### src/hw/obi_bus_pkg.sv
// Shared bus definitions for the protocol hardening unit, imported by every RTL block
package obi_bus_pkg;

  // Number of monitored channels
  // Index 0 is the instruction fetch channel and index 1 the data load/store channel
  localparam int unsigned NUM_CH = 2;

  // Most address phases that may wait for a response on one channel
  localparam int unsigned MAX_OUTSTANDING = 3;

  // Counter width, just wide enough to hold MAX_OUTSTANDING
  localparam int unsigned CNT_W = $clog2(MAX_OUTSTANDING + 1);

  // Number of address phases accepted but not yet answered
  typedef logic [CNT_W-1:0] cnt_t;

  // One bit per monitored channel
  typedef logic [NUM_CH-1:0] ch_mask_t;

  // Strobes of one OBI-style channel as seen by the monitor
  // There is no ready/valid pairing on the response side
  typedef struct packed {
    // Master asks for an address phase
    logic req;
    // Slave accepts the address phase in the same cycle
    logic gnt;
    // A response phase transfer
    logic rvalid;
  } obi_ch_t;

endpackage

### src/hw/alert_pkg.sv
// Error reporting definitions for the hardening unit, shared by the alert FSM and capture logic
package alert_pkg;

  // The capture record needs the channel mask type
  import obi_bus_pkg::*;

  // Cause of a protocol violation on one channel
  typedef logic [1:0] err_code_t;

  // No violation in this cycle
  localparam err_code_t ERR_NONE = 2'd0;
  // A response arrived while nothing was outstanding
  localparam err_code_t ERR_RESP_NO_REQ = 2'd1;
  // An acceptance would push the count past its limit
  localparam err_code_t ERR_OVERFLOW = 2'd2;

  // The alert is sticky, so two states are enough
  typedef enum logic [0:0] {
    ALERT_ARMED = 1'b0,
    ALERT_RAISED = 1'b1
  } alert_state_e;

  // Snapshot of the event that raised the alert
  typedef struct packed {
    // Channels whose code was nonzero
    ch_mask_t ch_mask;
    // Cause on the instruction channel
    err_code_t code_ch0;
    // Cause on the data channel
    err_code_t code_ch1;
  } err_info_t;

endpackage

### src/hw/alert_fsm.sv
// Sticky major alert FSM that rises on any channel error and drops on a software clear pulse
module alert_fsm
  import obi_bus_pkg::*;
  import alert_pkg::*;
(
  input  logic                   clk_i,
  input  logic                   rst_ni,
  input  err_code_t [NUM_CH-1:0] i_err_codes,
  input  logic                   i_alert_clear,
  output logic                   o_capture_en,
  output logic                   o_alert_major
);

  alert_state_e state_d;
  alert_state_e state_q;

  // High when at least one channel reports a violation this cycle
  logic any_err;

  // Reduce the per-channel codes to a single error condition
  always_comb begin
    any_err = 1'b0;
    for (int unsigned ch = 0; ch < NUM_CH; ch++) begin
      if (i_err_codes[ch] != ERR_NONE) begin
        any_err = 1'b1;
      end
    end
  end

  // Next state
  always_comb begin
    state_d = state_q;
    unique case (state_q)
      ALERT_ARMED: begin
        // Any violation raises the alert at the next edge
        if (any_err) begin
          state_d = ALERT_RAISED;
        end
      end
      ALERT_RAISED: begin
        // Further errors are ignored here
        // A clear only takes effect when no new error arrives at the same edge
        if (i_alert_clear && !any_err) begin
          state_d = ALERT_ARMED;
        end
      end
      default: begin
        state_d = ALERT_RAISED;
      end
    endcase
  end

  always_ff @(posedge clk_i) begin
    if (!rst_ni) begin
      state_q <= ALERT_ARMED;
    end else begin
      state_q <= state_d;
    end
  end

  // Snapshot strobe lines up with the edge at which the alert rises
  // Only the first event of an alert episode is captured
  assign o_capture_en  = (state_q == ALERT_ARMED) && any_err;

  // Major alert stays up for the whole raised state
  assign o_alert_major = (state_q == ALERT_RAISED);

endmodule

### src/hw/bus_hardening_top.sv
// Top level of the bus protocol hardening unit, placed beside the instruction and data OBI ports
module bus_hardening_top
  import obi_bus_pkg::*;
  import alert_pkg::*;
(
  input  logic                 clk_i,
  input  logic                 rst_ni,
  input  obi_ch_t [NUM_CH-1:0] i_ch,
  input  logic                 i_alert_clear,
  output logic                 o_alert_major,
  output err_info_t            o_err_info,
  output cnt_t    [NUM_CH-1:0] o_outstanding
);

  // One-cycle violation causes from the counters
  err_code_t [NUM_CH-1:0] err_codes;

  // Strobe from the FSM that freezes the first failing event
  logic capture_en;

  // One counter per channel
  // Channel 0 watches instruction fetch and channel 1 the data port
  for (genvar ch = 0; ch < NUM_CH; ch++) begin : g_ch
    outstanding_counter u_counter (
      .clk_i      (clk_i),
      .rst_ni     (rst_ni),
      .i_ch       (i_ch[ch]),
      .o_cnt      (o_outstanding[ch]),
      .o_err_code (err_codes[ch])
    );
  end

  // Sticky major alert
  alert_fsm u_alert_fsm (
    .clk_i         (clk_i),
    .rst_ni        (rst_ni),
    .i_err_codes   (err_codes),
    .i_alert_clear (i_alert_clear),
    .o_capture_en  (capture_en),
    .o_alert_major (o_alert_major)
  );

  // Record of which channels failed and why
  error_capture u_error_capture (
    .clk_i        (clk_i),
    .rst_ni       (rst_ni),
    .i_capture_en (capture_en),
    .i_err_codes  (err_codes),
    .o_err_info   (o_err_info)
  );

endmodule

### src/hw/error_capture.sv
// Capture register that records the failing channels and their error codes when the alert rises
module error_capture
  import obi_bus_pkg::*;
  import alert_pkg::*;
(
  input  logic                   clk_i,
  input  logic                   rst_ni,
  input  logic                   i_capture_en,
  input  err_code_t [NUM_CH-1:0] i_err_codes,
  output err_info_t              o_err_info
);

  // Record assembled from the current codes
  err_info_t info_d;
  // Record of the event that raised the alert
  err_info_t info_q;

  // Build the mask from the channels that reported a violation
  always_comb begin
    info_d = '0;
    for (int unsigned ch = 0; ch < NUM_CH; ch++) begin
      info_d.ch_mask[ch] = (i_err_codes[ch] != ERR_NONE);
    end
    // Causes are kept per channel so simultaneous errors stay distinguishable
    info_d.code_ch0 = i_err_codes[0];
    info_d.code_ch1 = i_err_codes[1];
  end

  // Load only on the strobe from the FSM
  // Later errors during the alert would otherwise hide the first one
  always_ff @(posedge clk_i) begin
    if (!rst_ni) begin
      info_q <= '0;
    end else if (i_capture_en) begin
      info_q <= info_d;
    end
  end

  assign o_err_info = info_q;

endmodule

### src/hw/outstanding_counter.sv
// Per-channel outstanding address phase counter that flags response-without-request and overflow
module outstanding_counter
  import obi_bus_pkg::*;
  import alert_pkg::*;
(
  input  logic      clk_i,
  input  logic      rst_ni,
  input  obi_ch_t   i_ch,
  output cnt_t      o_cnt,
  output err_code_t o_err_code
);

  // An address phase counts once both req and gnt are high
  logic accept;
  // Every rvalid cycle is one response
  logic resp;

  cnt_t      cnt_d;
  cnt_t      cnt_q;
  err_code_t err_d;
  err_code_t err_q;

  assign accept = i_ch.req & i_ch.gnt;
  assign resp   = i_ch.rvalid;

  // Next count and violation cause
  // The count saturates at both ends instead of wrapping
  always_comb begin
    cnt_d = cnt_q;
    err_d = ERR_NONE;
    if (resp && (cnt_q == '0)) begin
      // Nothing to answer, so the response is illegal
      // An acceptance in the same cycle still opens one phase
      err_d = ERR_RESP_NO_REQ;
      cnt_d = accept ? cnt_t'(1) : '0;
    end else if (accept && !resp && (cnt_q == cnt_t'(MAX_OUTSTANDING))) begin
      // One phase too many, the count holds at the limit
      err_d = ERR_OVERFLOW;
    end else if (accept && !resp) begin
      cnt_d = cnt_q + cnt_t'(1);
    end else if (resp && !accept) begin
      cnt_d = cnt_q - cnt_t'(1);
    end
    // Acceptance and response together cancel out
  end

  // The cause is held for exactly one cycle after the offending edge
  always_ff @(posedge clk_i) begin
    if (!rst_ni) begin
      cnt_q <= '0;
      err_q <= ERR_NONE;
    end else begin
      cnt_q <= cnt_d;
      err_q <= err_d;
    end
  end

  assign o_cnt      = cnt_q;
  assign o_err_code = err_q;

endmodule

### config.mk
export PLATFORM = sky130hd
export DESIGN_NAME = bus_hardening_top
export DESIGN_NICKNAME = d
export VERILOG_FILES = /design/src/hw/obi_bus_pkg.sv /design/src/hw/alert_pkg.sv /design/src/hw/alert_fsm.sv /design/src/hw/bus_hardening_top.sv /design/src/hw/error_capture.sv /design/src/hw/outstanding_counter.sv
export SDC_FILE = /design/constraint.sdc
export NUM_CORES = 1
export LEC_CHECK = 0
export ABC_AREA = 1
export BUFFER_PORTS_ARGS = -buffer_cell sky130_fd_sc_hd__buf_2
export CORE_MARGIN = 2
export CORE_UTILIZATION = 48
export CTS_CLUSTER_SIZE = 8
export DETAILED_ROUTE_END_ITERATION = 7
export GPL_TIMING_DRIVEN = 0
export PLACE_DENSITY = 0.87
export SYNTH_ARGS = -nofsm -noshare
export SYNTH_HDL_FRONTEND = slang
export SYNTH_SLANG_ARGS = --single-unit
export TNS_END_PERCENT = 20
### constraint.sdc
create_clock -name clk_i -period 1 [get_ports clk_i]
set_input_delay 0 -clock clk_i [delete_from_list [all_inputs] [get_ports clk_i]]
set_output_delay 0 -clock clk_i [all_outputs]
set_load 0.01 [all_outputs]
==> metrics.yaml, run 1 <==
outcome:
  outcome: "completed"
global_routing:
  gr-total-overflow: 0
  grt_max_degree: 10
  grt_antenna_before_repair: 0
  grt_first_pass_wirelength_um: 2080
  grt_util_all_layers: 0.156
  grt_pass1_vias: 544
clock_network:
  clk_pin_slew_ns: 0.09
  cts_tree: "built"
  insertion_delay_ns: 0.29
  numCtsBuffers: 3
  clkSinkCount: 15
  cts_root_buf: "clkbuf_4"
  htree_levels: 1
  clock_path_buffers: 2
pwr:
  power_density_nw_per_um2: 1640
  finalPower_mw: 1.48
  ir_drop_v: 0.00139
  cellLeakagePower_nw: 0.488
sta:
  slew_violations: 0
  period_share: 0.943
  hold_viol: 0
  tightestPinTransition_ns: 0.273
  max-slew-margin-rel: 0.816
  hold_slack_ns: 0.00748
  finClkSkew_ns: 0.00868
  fmax_mhz: 1060
  finalSetupViolations: 0
  grt_setup_unrepaired: "yes"
  period_needed_ns: 0.943
logic_synthesis:
  synth_seq_area_share: 0.434
  syn_nets: 116
  synth.avg_cell_area_um2: 6.59
  synth_area_um2: 692
  syn_inst: 105
  ys_types: 12
  synth_warnings: 0
  synth_seq_cells: 15
floorplanning:
  start_util: 0.525
  dieArea_um2: 1760
  ios: 20
  rows: 13
  core_region_area_um2: 1320
  die_h_um: 42.0
  die_x_um: 42.0
critical_path:
  critPathArrivalTime_ns: 1.13
  worstSetupPathType: "flip-flop to flip-flop"
  start_kind: "flip-flop"
  cp_max_fo: 6
  cp-end-kind: "flip-flop"
  critPathRequiredTime_ns: 1.18
route:
  via_count: 699
  final_antenna_net_count: 0
  wl_met3_um: 86
  wirelength_met1_um: 676
  drc: 0
  highest_layer: "met4"
  drt_pass1_iterations: 4
  drtIter0Drc: 15
  viasPerCell: 4.82
  route.met2.wl_um: 682
  finalWirelength_um: 1460
  routedWlPerCell_um: 10.0
hold_path:
  hp-class: "input port to flip-flop"
finish:
  synthToLayoutAreaGrowth_pct: 30.2
  finish.utilization: 0.684
  drive_gt1_frac: 0.300
  antennaDiodeCount: 0
  nFillCells: 108
  nets: 142
place:
  dp_hpwl_um: 972
  gp_congestion: 0.869
  port_buffers: 19
job:
  maxCapViolCount: 0
==> per-layer routing <==
metal	up-vias	GRT usage
met5	-	0
met4	0	0.0581
met3	2	0.0739
met2	22	0.253
met1	299	0.175
li1	376	-
==> flip-flops by register name, summed over array words and instances, names as in the netlist <==
signal,count
u_error_capture.o_err_info,6
g_ch.u_counter.o_cnt,4
g_ch.u_counter.o_err_code,4
u_alert_fsm.o_alert_major,1
==> critical path: stages, from the launching register on <==
cell and delay (ns):
dfxtp_4 0.37, nor2_4 0.13, nand2_4 0.09, nand2_4 0.07, nand2_2 0.05, nor2_2 0.10
nor2_1 0.04
==> Yosys cell counts <==
master / count / share of area
nand3b_1: 2 / 0.022
nor2_2: 2 / 0.018
dfxtp_1: 15 / 0.43
o21ai_0: 5 / 0.036
nand2_1: 33 / 0.18
nand3_1: 2 / 0.014
a21oi_1: 8 / 0.058
nor2_1: 21 / 0.11
inv_1: 12 / 0.065
ha_1: 2 / 0.036
inv_2: 1 / 0.0054
nand2_2: 2 / 0.018
==> area by class of cell <==
class / instances / area, um^2 / area share
clock inverters: 1 / 5.00 / 0.00556
flip-flops and latches: 15 / 310 / 0.344
repair buffers: 21 / 113 / 0.125
clock buffers: 3 / 22.5 / 0.0250
inverters: 13 / 48.8 / 0.0542
well taps: 15 / 18.8 / 0.0208
multi-input cells: 77 / 383 / 0.425
==> metrics by stage <==
| stage | TNS (ns) | std cells | area (um^2) | setup WS (ns) |
|---|---|---|---|---|
| CTS | 0 | 144 | 843 | 0.0269 |
| global placement | 0 | 139 | 806 | 0.0703 |
| floorplan | 0 | 105 | 692 | 0.0838 |
| finish | 0 | 145 | 901 | 0.0568 |
| detailed placement | 0 | 139 | 806 | 0.0385 |
| global route | -0.0444 | 145 | 901 | -0.0228 |
==> placed cells by master, fill, tap and decap left out <==
master         count
dfxtp_1           11
clkinv_2           1
nand3b_1           2
buf_2             19
ha_1               2
a21oi_1            8
nand2_4            3
dlygate4sd3_1      1
dfxtp_2            2
nor2_4             2
clkbuf_4           3
buf_4              1
nand2_2            3
dfxtp_4            2
o21ai_0            5
inv_1             12
nand2_1           29
nor2_1            19
nand3_1            2
inv_2              1
nor2_2             2
==> worst paths after layout <==
kind / startpoint / to / slack [ns] / depth (start not counted)
max: g_ch[1].u_counter.o_cnt[1] / g_ch[1].u_counter.o_cnt[1] / 0.06 / 6
min: i_ch[3] / g_ch[1].u_counter.o_err_code[0] / 0.007 / 3
max reg2reg: g_ch[1].u_counter.o_cnt[1] / g_ch[1].u_counter.o_cnt[1] / 0.06 / 6
min reg2reg: u_error_capture.o_err_info[1] / u_error_capture.o_err_info[1] / 0.46 / 2
==> report_power, final <==
part	leakage (nW)	switching (mW)	internal [mW]
logic	0.345	0.235	0.173
registers	0.125	0.0644	0.660
clock network	0.0177	0.197	0.149
==> timing repair <==
action	4_1_cts	5_1_grt
setup endpoints to repair	0	4
buffers inserted	0	1
hold endpoints to repair	1	0
hold buffers	1	0
gates resized for setup	0	17
==> cell families (layout without fill, tap and decap cells) <==
| family | after synthesis | count (layout) | share of synthesized area |
|---|---|---|---|
| compound gates | 13 | 13 | 0.0940 |
| flops | 15 | 15 | 0.434 |
| simple gates | 62 | 62 | 0.365 |
| fa+ha+maj | 2 | 2 | 0.0362 |
| buf+inv | 13 | 38 | 0.0705 |
No activity file was read; power rests on OpenSTA's default activity.
==> inputs of run 2 (changes only) <==
- CORE_AREA: default -> 2 2 39 41
- CORE_MARGIN: 2 -> default
- CORE_UTILIZATION: 48 -> default
- DIE_AREA: default -> 0 0 41 43
- PLACE_DENSITY: 0.87 -> 0.84
- SYNTH_HIERARCHICAL: default -> 1
==> run 2 against run 1 <==
Compared with the run above: via count decreased by 9.2%; largest power group unchanged; critical endpoint is now u_error_capture/o_err_info[5]; critical path type unchanged; sequential power is 12% lower; first-iteration DRC count is 20% lower; highest routed layer unchanged.
==> metrics.yaml, run 2 <==
outcome:
  outcome: "completed"
sta:
  tns_ns: 0
  hold_viol: 0
  fmax_mhz: 1020
  grt_setup_unrepaired: "yes"
  finClkSkew_ns: 0.00218
  hold_slack_ns: 0.0311
  finalSetupViolations: 0
  slew_violations: 0
  period_share: 0.981
  max-slew-margin-rel: 0.768
  tightestPinTransition_ns: 0.344
  period_needed_ns: 0.981
clock_network:
  clk_pin_slew_ns: 0.08
  cts_tree: "built"
  cts_root_buf: "clkbuf_4"
  postCtsSetupRepairBufs: 0
  insertion_delay_ns: 0.27
  clkSinkCount: 15
  clock_path_buffers: 2
  htree_levels: 1
  numCtsBuffers: 3
pwr:
  ir_drop_v: 0.000857
  cellLeakagePower_nw: 0.404
  power_density_nw_per_um2: 1410
  finalPower_mw: 1.10
logic_synthesis:
  async_flop_share: 0
  ys_dominant_reg_cell: "dfxtp_1"
  synth_most_common_cell: "nand2_1"
  synth_warnings: 6
  synth_edf_count: 0
  synth.area.top_cells: "dfxtp_1 50%, nand2_1 16%, nand3_1 9.2%"
  synthTopCellsByCount: "26 x nand2_1, 15 x dfxtp_1, 13 x inv_1, 11 x nand3_1, 9 x a21oi_1"
  syn_nets: 92
  synth_area_um2: 596
  ys_types: 9
  synth_seq_cells: 15
  yosysTopAreaCell: "dfxtp_1"
  synth_seq_area_share: 0.504
  synth_top_area_share: 0.504
  synth.avg_cell_area_um2: 7.18
  syn_inst: 83
finish:
  largest_register_ffs: 6
  mostFrequentLayoutCells: "25 x nand2_1, 19 x buf_2, 13 x inv_1"
  synthToLayoutAreaGrowth_pct: 31.1
  regArea_um2: 305
  nFillCells: 138
  multi_input_area_um2: 262
  layout.cells.non_filler: 124
  nets: 118
  drive_gt1_frac: 0.287
  antennaDiodeCount: 0
  final_common_cell: "nand2_1"
critical_path:
  start_kind: "flip-flop"
  r2r_slack_ns: 0.02
  cp-end-kind: "flip-flop"
  critPathArrivalTime_ns: 1.16
  critPathRequiredTime_ns: 1.17
  cp_max_fo: 6
  worstSetupPathType: "flip-flop to flip-flop"
global_routing:
  grt_util_all_layers: 0.180
  gr-total-overflow: 0
  grt_max_degree: 9
  grt_antenna_before_repair: 0
  grt_pass1_vias: 568
  grt_first_pass_wirelength_um: 2100
floorplanning:
  core_region_area_um2: 1380
  die_x_um: 41
  dieArea_um2: 1760
  start_util: 0.430
  rows: 14
  ios: 20
  die_h_um: 43
route:
  drc: 0
  routedWlPerCell_um: 10.7
  viasPerCell: 5.12
  drt_pass1_iterations: 4
  via_count: 635
  finalWirelength_um: 1330
  final_antenna_net_count: 0
  drtIter0Drc: 12
place:
  placedCellCount: 118
  dp_hpwl_um: 989
  gp_congestion: 0.696
  port_buffers: 19
hold_path:
  hp-class: "input port to flip-flop"
job:
  maxCapViolCount: 0
==> run 2: changes by cell type after synthesis, sizes merged, moves of 4 or more <==
| cell | delta |
|---|---|
| nand2 | -9 |
| nand3 | +9 |
| nor2 | -19 |
| nor4 | +4 |
| o21ai | -5 |
==> run 2: what timing repair did <==
action | CTS | global route
pin swaps | 3 | 2
cloned | 0 | 0
endpoints found under the hold margin | 2 | 0
hold buffers | 2 | 0
gates resized for setup | 6 | 1
setup endpoints to repair | 2 | 2
==> run 2: cell type report <==
type                    instances  share of cell area
clock buffers                   4              0.0337
inverters                      14              0.0673
multi-input cells              54               0.335
flip-flops and latches         15               0.391
well taps                      16              0.0256
repair buffers                 21               0.147
==> run 2: per-stage QoR <==
stage,util,worst slack (ns),instance area [um^2]
2_1_floorplan,-,0.0456,599
3_3_place_gp,0.516,-0.0184,714
3_5_place_dp,0.516,-0.0519,714
4_1_cts,0.562,-0.00413,778
5_1_grt,0.564,-0.0428,781
6_report,0.564,0.0185,781
==> run 2: worst paths after layout <==
kind	cells after the start	end	start
worst max-delay path	7	u_error_capture/o_err_info[5]	g_ch[0].u_counter/o_err_code[1]
worst min-delay path	3	u_error_capture/o_err_info[4]	rst_ni
worst max register to register	7	u_error_capture/o_err_info[5]	g_ch[0].u_counter/o_err_code[1]
worst min register to register	2	u_error_capture/o_err_info[1]	u_error_capture/o_err_info[1]
==> run 2: logic make-up after synthesis <==
kind of cell    Yosys count  share of synthesized area
compound gates            9                     0.0756
buf+inv                  14                     0.0882
flops                    15                      0.504
simple gates             45                      0.332
==> run 2: power by group <==
group	total, mW	switching (mW)	internal [mW]
clock network	0.326	0.172	0.154
registers	0.638	0.0195	0.618
logic	0.139	0.0827	0.0566
==> run 2: critical path, stage by stage, from the launching register on <==
cell	delay (ns)
dfxtp_2	0.34
nor2_2	0.06
a21oi_4	0.19
inv_2	0.09
nand2_1	0.06
nand3_1	0.06
nand2_1	0.06
inv_1	0.03
==> run 2: routing by layer <==
layer,track usage,wire [um]
met5,0,0
met4,0.120,48
met3,0.0524,85
met2,0.309,671
met1,0.168,519
